`config.mk`:
```
export PLATFORM = sky130hd
export DESIGN_NAME = hazardUnit
export DESIGN_NICKNAME = d
export VERILOG_FILES = /design/src/hw/cpuPkg.sv /design/src/hw/hazardUnit.sv
export SDC_FILE = /design/constraint.sdc
export NUM_CORES = 1
export LEC_CHECK = 0
export BUFFER_PORTS_ARGS = -buffer_cell sky130_fd_sc_hd__clkbuf_2
export CORE_AREA = 3 3 40 42
export DETAILED_ROUTE_END_ITERATION = 16
export DIE_AREA = 0 0 43 45
export PLACE_DENSITY = 0.77
export SETUP_SLACK_MARGIN = 0.5
export SLEW_MARGIN = 25
export SYNTH_ARGS = -nofsm -noshare
export SYNTH_HDL_FRONTEND = slang
export SYNTH_SLANG_ARGS = --single-unit
```
`constraint.sdc`:
```
create_clock -name vclk -period 1.69
set_input_delay 0.4225 -clock vclk [all_inputs]
set_output_delay 0.4225 -clock vclk [all_outputs]
set_load 0.01 [all_outputs]
```
`src/hw/cpuPkg.sv`:
```
`default_nettype none

package cpuPkg;

	localparam int dataWidth = 32;
	localparam int regAddrWidth = 5; // 32 registers
	localparam int constWidth = 15;
	localparam int opcodeWidth = 6;
	localparam int aluOpWidth = 4;

	// instruction field positions
	localparam int opcodeLsb = 26;
	localparam int rsLsb = 20;
	localparam int rtLsb = 15;
	localparam int rdLsb = 10;

	localparam int luiShift = 17; // 15-bit constant lands in the top bits

	typedef enum logic [opcodeWidth-1:0] {
		opHalt = 6'd0,
		opAlu = 6'd1,
		opAddi = 6'd2,
		opLui = 6'd3,
		opLw = 6'd4,
		opSw = 6'd5
	} opcodeT;

	typedef enum logic [aluOpWidth-1:0] {
		aluAdd = 4'd0,
		aluSub = 4'd1,
		aluAnd = 4'd2,
		aluOr = 4'd3,
		aluXor = 4'd4,
		aluSlt = 4'd5
	} aluOpT;

	typedef enum logic [1:0] {
		fwdReg = 2'd0,
		fwdExec = 2'd1,
		fwdMem = 2'd2,
		fwdWb = 2'd3
	} fwdSelT;

endpackage

`default_nettype wire

```
`src/hw/hazardUnit.sv`:
```
`timescale 1ns/1ps
`default_nettype none

module hazardUnit (
	input logic [cpuPkg::regAddrWidth-1:0] rsAddr,
	input logic [cpuPkg::regAddrWidth-1:0] rtAddr,
	input logic useRs,
	input logic useRt,
	input logic [cpuPkg::regAddrWidth-1:0] destE,
	input logic writeEnE,
	input logic isLoadE,
	input logic [cpuPkg::regAddrWidth-1:0] destM,
	input logic writeEnM,
	input logic [cpuPkg::regAddrWidth-1:0] wbReg,
	input logic wbValid,
	output cpuPkg::fwdSelT fwdSelA,
	output cpuPkg::fwdSelT fwdSelB,
	output logic stall
);

	// youngest writer wins
	function automatic cpuPkg::fwdSelT pickSource(
		input logic [cpuPkg::regAddrWidth-1:0] src,
		input logic [cpuPkg::regAddrWidth-1:0] dE,
		input logic weE,
		input logic [cpuPkg::regAddrWidth-1:0] dM,
		input logic weM,
		input logic [cpuPkg::regAddrWidth-1:0] dW,
		input logic weW
	);
		if (weE && dE == src) begin
			pickSource = cpuPkg::fwdExec;
		end else if (weM && dM == src) begin
			pickSource = cpuPkg::fwdMem;
		end else if (weW && dW == src) begin
			pickSource = cpuPkg::fwdWb;
		end else begin
			pickSource = cpuPkg::fwdReg;
		end
	endfunction

	assign fwdSelA = pickSource(rsAddr, destE, writeEnE, destM, writeEnM, wbReg, wbValid);
	assign fwdSelB = pickSource(rtAddr, destE, writeEnE, destM, writeEnM, wbReg, wbValid);

	// load data only exists one stage later
	assign stall = isLoadE && writeEnE &&
		((useRs && rsAddr == destE) || (useRt && rtAddr == destE));

endmodule

`default_nettype wire

```
# After elaboration in Yosys (flattened, before gate mapping)
# Cells that the tools add are included.
# word_totals
reg_bits	0
word_cells	25
# op_classes
mux	6
n_reduce_logical	11
n_eq_ne	8
# op_table
cell	n
== test 5 bit	8
2-to-1 mux 2 bit	6
logical AND 1 bit	10
logical OR 1 bit	1

# Depth between registers and ports, before layout
# Gate-level depths: netlist of run 1.
# logic_depth
depth_word	5
ltp_mapped	4

# Worst setup path after synthesis of run 1
# OpenSTA, ideal clock, no wires.
# synth_path
path_kind	input-to-output
from	in destE[2] in the netlist's numbering
to	out fwdSelA[0]
arrival_ns	1.194
path_buffers	0
path_stages	4
setup_slack_ns	0.073
required_time_ns	1.267
cell_sequence	xor2_1 a221oi_2 nor4b_4 a22o_1
# synth_between
elab_chain_len	3
# synth_lines
element	line_no	source
from (decl)	hazardUnit.sv:9	input logic [cpuPkg::regAddrWidth-1:0] destE,
== test 5 bit	hazardUnit.sv:31	if (weE && dE == src) begin
logical AND 1 bit	hazardUnit.sv:31	
2-to-1 mux 2 bit	hazardUnit.sv:31	
to (decl)	hazardUnit.sv:16	output cpuPkg::fwdSelT fwdSelA,
# No other way between the ends.

# Final worst setup path of run 1
# layout_path
from	in wbReg[3] in the netlist's numbering
to	out fwdSelA[0]
# layout_between
elab_chain_len	5
# layout_lines
element	line_no	source
from (decl)	hazardUnit.sv:14	input logic [cpuPkg::regAddrWidth-1:0] wbReg,
== test 5 bit	hazardUnit.sv:35	end else if (weW && dW == src) begin
logical AND 1 bit	hazardUnit.sv:35	
2-to-1 mux 2 bit	hazardUnit.sv:35	
2-to-1 mux 2 bit	hazardUnit.sv:33	end else if (weM && dM == src) begin
2-to-1 mux 2 bit	hazardUnit.sv:31	
# No other way between the ends.

==> flow_summary_export.csv, run 1 <==
group,metric,value,unit
run_status,outcome,"finished with violations",
run_status,violations,"setup timing",
worst_hold_path,min-delay-path-class,"input pin to output pin",
job,maxCapViolCount,0,
setup_path,worstPathRequired,1.27,ns
global_routing,grt_pass1_wl,2.35,mm
place,dpl.hpwl,1.33,mm
place,post_dp_cell_area,716,µm²
sta,slew-limit-headroom,79.1,%
sta,worstMarginPinSlew,0.312,ns
yosys,yosysWarnings,0,
routing,drtAntennaViolNets,0,
setup_path,cp_max_fo,2,
global_routing,grt_pass1_vias,543,
routing,avgRoutedWirePerCell,13.5,µm
yosys,synth_seq_area_share,0,%
sta,report.final.hold_viol_count,0,
yosys,netlist_instances,52,
yosys,synth_nets,83,
cells_and_area,design.seq.count,0,
routing,dr.max_layer_used,"met4",
cells_and_area,nets,132,
setup_path,path_class,"input pin to output pin",
die,fp.dieH,45,µm
setup_path,worstSetupStartpointType,"input pin",
routing,wirelength_met1,577,µm
routing,drt_iter0_drc,1,
cells_and_area,nClkBuffers,0,
cells_and_area,stdcell_area,828,µm²
sta,drv_slew,0,
sta,max_freq,515,MHz
pwr,ir_worst_vdd,0.122,mV
cells_and_area,mostFrequentLayoutCells,"clkbuf_2 (25), xor2_1 (16), buf_4 (12)",
cells_and_area,seqCellArea,0,µm²
sta,setup_ws,-0.251,ns
place,gp_congestion,0.913,
routing,first_pass_iters,3,
place,io_buffers,36,
place,place_ws,-0.249,ns
die,pin_count,36,
cells_and_area,fill_cells,111,
die,die_w,43,µm
cells_and_area,antenna_cells,0,
sta,rsz0062_at_grt,"yes",
die,start_util,33.6,%
cells_and_area,final_common_cell,"clkbuf_2",
routing,drc_errors,0,
routing,via_count,562,
cells_and_area,syn_to_final_growth,91.9,%
die,fp-row-count,13,
routing,drt_wl_total,1.54,mm
global_routing,grt_use_total,15.5,%
pwr,power.leakage,0.411,nW
routing,wl_met2,757,µm
global_routing,antenna_found_initial,0,
sta,finalSetupViolCount,5,
global_routing,overflow,0,
sta,fin_crit,1.94,ns
cts,postCtsHoldBufs,0,
yosys,avgSynthCellArea,8.30,µm²
cells_and_area,drive_gt1_share,62.6,%
global_routing,grt_max_degree,7,
setup_path,end_kind,"output pin",
die,fp.coreArea,1280,µm²
pwr,powerDensity,245,nW/µm²
yosys,synth.cell_area,432,µm²
sta,fin_crit_sh,115,%
routing,viasPerCell,4.93,
setup_path,crit_arrival,1.52,ns
die,dieArea,1940,µm²
routing,wl_met3,167,µm
yosys,synth_cell_type_count,14,
## report_power, final
group          internal, mW  leakage (nW)  switching, mW  total (mW)
registers                 0             0              0           0
logic                 0.105         0.411         0.0976       0.203
clock network             0             0              0           0
total                 0.105         0.411         0.0976       0.203
## metrics by stage
stage / instances / total power [mW] / util [%] / hold WS [ns] / setup TNS (ns)
finish: 114 / 0.203 / 64.5 / 1.22 / -1.06
global route: 114 / 0.220 / 64.5 / 1.24 / -1.35
CTS: 113 / 0.184 / 59.4 / 1.20 / -1.09
detailed placement: 113 / 0.173 / 55.7 / 1.20 / -1.17
global placement: 113 / 0.166 / 55.7 / 1.18 / -0.934
floorplan: 52 / 0.0791 / - / 0.913 / 0
## final timing paths
kind,to,slack [ns],from,cells past startpoint
setup / recovery,fwdSelA[0],-0.25,wbReg[3],6
hold / removal,fwdSelB[1],1.22,writeEnE,3
## routing by layer
metal,GRT usage [%],up-vias
met2,29.3,34
met4,1.81,0
met5,0,-
met1,19.4,244
li1,-,280
met3,1.99,4
## synthesized netlist by cell type
library cell,count,area (µm²)
nor4_1,2,12.5
nor4_2,2,25.0
a22o_1,3,26.3
and3_1,4,25.0
xnor2_1,7,61.3
a221oi_2,1,15.0
a22oi_1,2,15.0
inv_2,1,3.75
inv_1,1,3.75
nor3_1,1,5.00
xor2_1,21,184
nor4b_4,1,23.8
o22ai_1,1,6.26
nand3_1,5,25.0
## critical path, stage by stage
cell,delay [ns]
buf_4,0.13
xor2_2,0.18
nor4_2,0.33
and3_1,0.22
a22o_1,0.12
buf_2,0.13
## layout make-up
class              count  area, µm²  share of cell area [%]
multi-input cells     50        495                    59.8
repair buffers        47        307                    37.0
well taps             15       18.8                    2.27
inverters              2       7.51                   0.906
## cell families (layout without fill, tap and decap cells)
family	Yosys count	in the layout	share of synthesized area, %
simple gates	15	15	27.0
compound gates	7	7	14.5
xor+xnor	28	28	56.8
buf+inv	2	49	1.74
## timing repair
| action | CTS | global route |
|---|---|---|
| setup buffers | 0 | 1 |
| pin swaps | 11 | 8 |
| gates resized for setup | 7 | 21 |
| endpoints found under the setup margin | 5 | 5 |
| cloned | 0 | 0 |
Power figures use the tool's default switching activity.
==> run 2: changes to the inputs <==
--- a/config.mk
+++ b/config.mk
@@ -5,12 +5,11 @@
 export SDC_FILE = /design/constraint.sdc
 export NUM_CORES = 1
 export LEC_CHECK = 0
-export BUFFER_PORTS_ARGS = -buffer_cell sky130_fd_sc_hd__clkbuf_2
 export CORE_AREA = 3 3 40 42
 export DETAILED_ROUTE_END_ITERATION = 16
 export DIE_AREA = 0 0 43 45
-export PLACE_DENSITY = 0.77
-export SETUP_SLACK_MARGIN = 0.5
+export DONT_BUFFER_PORTS = 1
+export PLACE_DENSITY = 0.54
 export SLEW_MARGIN = 25
 export SYNTH_ARGS = -nofsm -noshare
 export SYNTH_HDL_FRONTEND = slang
==> run 2 against run 1 <==
- the flow still finishes with violations (setup timing)
- count of clock-buffer cells in the layout unchanged
- design area decreased by 38%
- die area unchanged
- sequential share of layout area unchanged
- critical path type unchanged
==> flow_summary_export.csv, run 2 (same netlist as run 1, synthesis figures left out) <==
group,metric,value,unit
die,dieArea,1940,µm²
sta,drv_slew,0,
die,start_util,33.6,%
global_routing,grt_pass1_wl,1.57,mm
routing,first_pass_iters,4,
die,fp-row-count,13,
pwr,power.leakage,0.189,nW
place,post_dp_cell_area,458,µm²
sta,whs,0.917,ns
cells_and_area,mostFrequentLayoutCells,"xor2_1 (19), xnor2_1 (7), nand3_1 (5)",
sta,fin_crit,1.73,ns
cells_and_area,utilization,40.1,%
routing,drc_errors,0,
worst_hold_path,whs_endpoint,"fwdSelB[1]",
routing,viasPerCell,5.60,
global_routing,overflow,0,
die,pin_count,36,
cells_and_area,stdcell_area,515,µm²
place,io_buffers,0,
sta,worstMarginPinSlew,0.302,ns
sta,slew-limit-headroom,79.8,%
place,place_ws,-0.0805,ns
pwr,finalPower,0.101,mW
routing,avgRoutedWirePerCell,15.9,µm
place,dpl.hpwl,1.06,mm
setup_path,crit_arrival,1.30,ns
setup_path,path_class,"input pin to output pin",
global_routing,grt_pass1_vias,370,
pwr,powerDensity,195,nW/µm²
cells_and_area,syn_to_final_growth,19.4,%
run_status,outcome,"finished with violations",
setup_path,end_kind,"output pin",
sta,fin_crit_sh,102,%
place,place_inst,68,
run_status,violations,"setup timing",
cells_and_area,fill_cells,138,
global_routing,antenna_found_initial,0,
global_routing,grt_use_total,10.4,%
pwr,ir_worst_vdd,0.0764,mV
routing,drtAntennaViolNets,0,
die,fp.coreArea,1280,µm²
cells_and_area,nClkBuffers,0,
sta,max_freq,579,MHz
place,gp_congestion,0.783,
cts,postCtsHoldBufs,0,
sta,finalSetupViolCount,2,
cells_and_area,final_cell_count_no_fill,68,
cells_and_area,seqCellArea,0,µm²
setup_path,worstSetupStartpointType,"input pin",
worst_hold_path,min_from,"writeEnE",
routing,drt_iter0_drc,1,
cells_and_area,drive_gt1_share,22.6,%
job,maxCapViolCount,0,
worst_hold_path,hold_depth,1,
routing,drt_wl_total,1.08,mm
routing,via_count,381,
cells_and_area,antenna_cells,0,
setup_path,cp_max_fo,3,
setup_path,worstPathRequired,1.27,ns
worst_hold_path,min-delay-path-class,"input pin to output pin",
sta,rsz0062_at_grt,"yes",
sta,report.final.hold_viol_count,0,
global_routing,grt_max_degree,7,
cells_and_area,final_common_cell,"xor2_1",
sta,setup_ws,-0.0362,ns
die,die_w,43,µm
cells_and_area,nets,86,
cells_and_area,design.seq.count,0,
sta,setup_tns,-0.0521,ns
die,fp.dieH,45,µm
==> run 2: cell count changes in the layout (fill, tap and decap cells not counted), sizes merged <==
| cell | delta |
|---|---|
| clkbuf | -26 |
| buf | -20 |
==> run 2: cell type report <==
class | count | area (µm²) | area share (%)
Multi-Input combinational cell | 50 | 482 | 93.4
Tap cell | 15 | 18.8 | 3.64
Timing Repair Buffer | 1 | 7.51 | 1.46
Inverter | 2 | 7.51 | 1.46
==> run 2: worst max-delay path by stage <==
stage	slack, ns	depth (start not counted)	endpoint	startpoint
after global routing	-0.11	4	fwdSelA[0]	destE[2]
after global placement	-0.05	4	fwdSelA[1]	rsAddr[1]
after CTS	-0.05	4	fwdSelA[0]	destE[2]
final	-0.04	4	fwdSelA[0]	destE[2]
after floorplan	0.07	4	fwdSelA[0]	destE[2]
after detailed placement	-0.08	4	fwdSelB[1]	wbReg[2]
==> run 2: power breakdown <==
| group | internal (mW) | switching (mW) | total [mW] |
|---|---|---|---|
| registers | 0 | 0 | 0 |
| logic | 0.0544 | 0.0464 | 0.101 |
| clock network | 0 | 0 | 0 |
| total | 0.0544 | 0.0464 | 0.101 |
==> run 2: worst max-delay path, stage by stage <==
cell,delay [ns]
xor2_2,0.15
a221oi_2,0.16
nor4b_4,0.31
a22o_1,0.25
==> run 2: what timing repair did <==
action / in CTS / in global routing
endpoints found under the setup margin: 5 / 5
pin swaps: 7 / 3
gates resized for setup: 6 / 2
setup buffers: 0 / 0
==> run 2: layer usage <==
metal  part of all wire, %  track usage, %
met1                    35            13.9
met2                    44            16.8
met3                    22            4.38
met4                     0               0
met5                     0               0
==> run 3: changes to the inputs <==
--- a/config.mk
+++ b/config.mk
@@ -5,11 +5,13 @@
 export SDC_FILE = /design/constraint.sdc
 export NUM_CORES = 1
 export LEC_CHECK = 0
+export CELL_PAD_IN_SITES_DETAIL_PLACEMENT = 0
+export CELL_PAD_IN_SITES_GLOBAL_PLACEMENT = 1
 export CORE_AREA = 3 3 40 42
 export DETAILED_ROUTE_END_ITERATION = 16
 export DIE_AREA = 0 0 43 45
 export DONT_BUFFER_PORTS = 1
-export PLACE_DENSITY = 0.54
+export PLACE_DENSITY = 0.72
 export SLEW_MARGIN = 25
 export SYNTH_ARGS = -nofsm -noshare
 export SYNTH_HDL_FRONTEND = slang
==> run 3 against run 2 <==
- the flow still finishes with violations (setup timing)
- sequential cell count stayed put
- hold slack worse by 0.00090 ns
- count of clock-buffer cells in the layout stayed put
- final cell count stayed put
- sequential share of layout area stayed put
- global-route usage is 0.93 points lower
- die area stayed put
- non-clock buffer count stayed put
- largest cell class unchanged
- highest routed layer unchanged
==> flow_summary_export.csv, run 3 (same netlist as run 1, synthesis figures left out) <==
group,metric,value,unit
global_routing,overflow,0,
routing,drc_errors,0,
pwr,intPower,0.0519,mW
run_status,outcome,"finished with violations",
die,start_util,33.6,%
cells_and_area,design.seq.count,0,
setup_path,crit_buf_inv,0,
cells_and_area,multi_input_area,467,µm²
routing,via_count,368,
sta,slew-limit-headroom,81.8,%
job,maxCapViolCount,0,
global_routing,grt_pass1_wl,1.45,mm
pwr,power.leakage,0.186,nW
setup_path,crit_arrival,1.28,ns
cells_and_area,syn_to_final_growth,15.9,%
setup_path,worstSetupStartpointType,"input pin",
pwr,p_clk_share,0,%
pwr,ir_worst_vdd,0.0854,mV
cells_and_area,nets,86,
sta,drv_slew,0,
die,fp.coreArea,1280,µm²
global_routing,grt_pass1_vias,351,
routing,drt_wl_total,1.11,mm
cts,postCtsHoldBufs,0,
sta,fin_crit,1.70,ns
sta,worstMarginPinSlew,0.271,ns
place,gp_congestion,0.824,
cells_and_area,drive_gt1_share,24.5,%
global_routing,grt_max_degree,7,
run_status,violations,"setup timing",
cells_and_area,antenna_cells,0,
setup_path,critPathTopFamily,"simple AND/OR/NAND/NOR gates",
place,place_ws,-0.0455,ns
sta,fin_crit_sh,101,%
pwr,p_switching,0.0439,mW
die,fp.dieH,45,µm
routing,drt_iter0_drc,1,
routing,viasPerCell,5.41,
worst_hold_path,min-delay-path-class,"input pin to output pin",
place,io_buffers,0,
cells_and_area,nClkBuffers,0,
sta,setup_ws,-0.0122,ns
setup_path,path_cells,"xor2_2, nor4_2, and3_1, a22o_1",
sta,max_freq,587,MHz
cells_and_area,fill_cells,141,
routing,first_pass_iters,2,
setup_path,path_class,"input pin to output pin",
pwr,p_comb_share,100.0,%
die,die_w,43,µm
place,dpl.hpwl,1.01,mm
setup_path,worstPathRequired,1.27,ns
global_routing,grt_use_total,9.45,%
setup_path,critPathMaxStageDelay,0.30,ns
sta,report.final.hold_viol_count,0,
die,dieArea,1940,µm²
cells_and_area,mostFrequentLayoutCells,"xor2_1 (19), xnor2_1 (7), nand3_1 (5)",
global_routing,antenna_found_initial,0,
die,fp-row-count,13,
cells_and_area,utilization,38.9,%
sta,finalSetupViolCount,2,
routing,drtAntennaViolNets,0,
sta,rsz0062_at_grt,"yes",
pwr,powerDensity,191,nW/µm²
setup_path,cpMaxStageDelayCell,"nor4_2",
setup_path,end_kind,"output pin",
setup_path,cp_max_fo,2,
pwr,p_sw_share,45.8,%
pwr,seqPwrFrac,0,%
routing,avgRoutedWirePerCell,16.3,µm
cells_and_area,final_common_cell,"xor2_1",
cells_and_area,seqCellArea,0,µm²
die,pin_count,36,
run 3: cell count changes in the layout (fill, tap and decap cells not counted):
cell,change
nor4_4,-1
nor4_2,+1
xor2_4,-1
nor3_2,+1
nor3_1,-1
xor2_2,+1
run 3: repair_timing:
item / 4_1_cts / 5_1_grt
setup buffers: 0 / 1
pin swaps: 0 / 5
gates resized for setup: 3 / 4
setup endpoints to repair: 5 / 5
cloned: 0 / 0
run 3: routing by layer:
| metal | GRT usage, % | vias up | share of wire (%) |
|---|---|---|---|
| met2 | 15.9 | 29 | 45 |
| li1 | - | 189 | - |
| met1 | 11.2 | 150 | 38 |
| met4 | 0 | 0 | 0 |
| met5 | 0 | - | 0 |
| met3 | 5.58 | 0 | 17 |
run 3: final timing paths:
kind / startpoint / end / slack, ns / cells past startpoint
hold / removal: writeEnE / fwdSelB[1] / 0.92 / 1
setup / recovery: wbReg[2] / fwdSelA[0] / -0.01 / 4
run 3: cell type report:
type | instances | share of cell area (%)
Multi-Input combinational cell | 50 | 93.3
Timing Repair Buffer | 1 | 1.50
Tap cell | 15 | 3.75
Inverter | 2 | 1.50
run 3: power groups by stage:
| stage | logic (mW) | clock network, mW | registers, mW |
|---|---|---|---|
| 3_5_place_dp | 0.0855 | 0 | 0 |
| 5_1_grt | 0.104 | 0 | 0 |
| 2_1_floorplan | 0.0772 | 0 | 0 |
| 3_3_place_gp | 0.0866 | 0 | 0 |
| 6_report | 0.0958 | 0 | 0 |
| 4_1_cts | 0.0884 | 0 | 0 |
run 3: metrics by stage:
step	power (mW)	std cells	hold WS [ns]	setup TNS, ns	area [µm²]
floorplan	0.0772	52	0.940	0	432
finish	0.0958	68	0.916	-0.0193	500
global route	0.104	68	0.923	-0.285	500
detailed placement	0.0855	67	0.947	-0.149	450
CTS	0.0884	67	0.917	-0.0602	465
global placement	0.0866	67	0.946	-0.0854	450
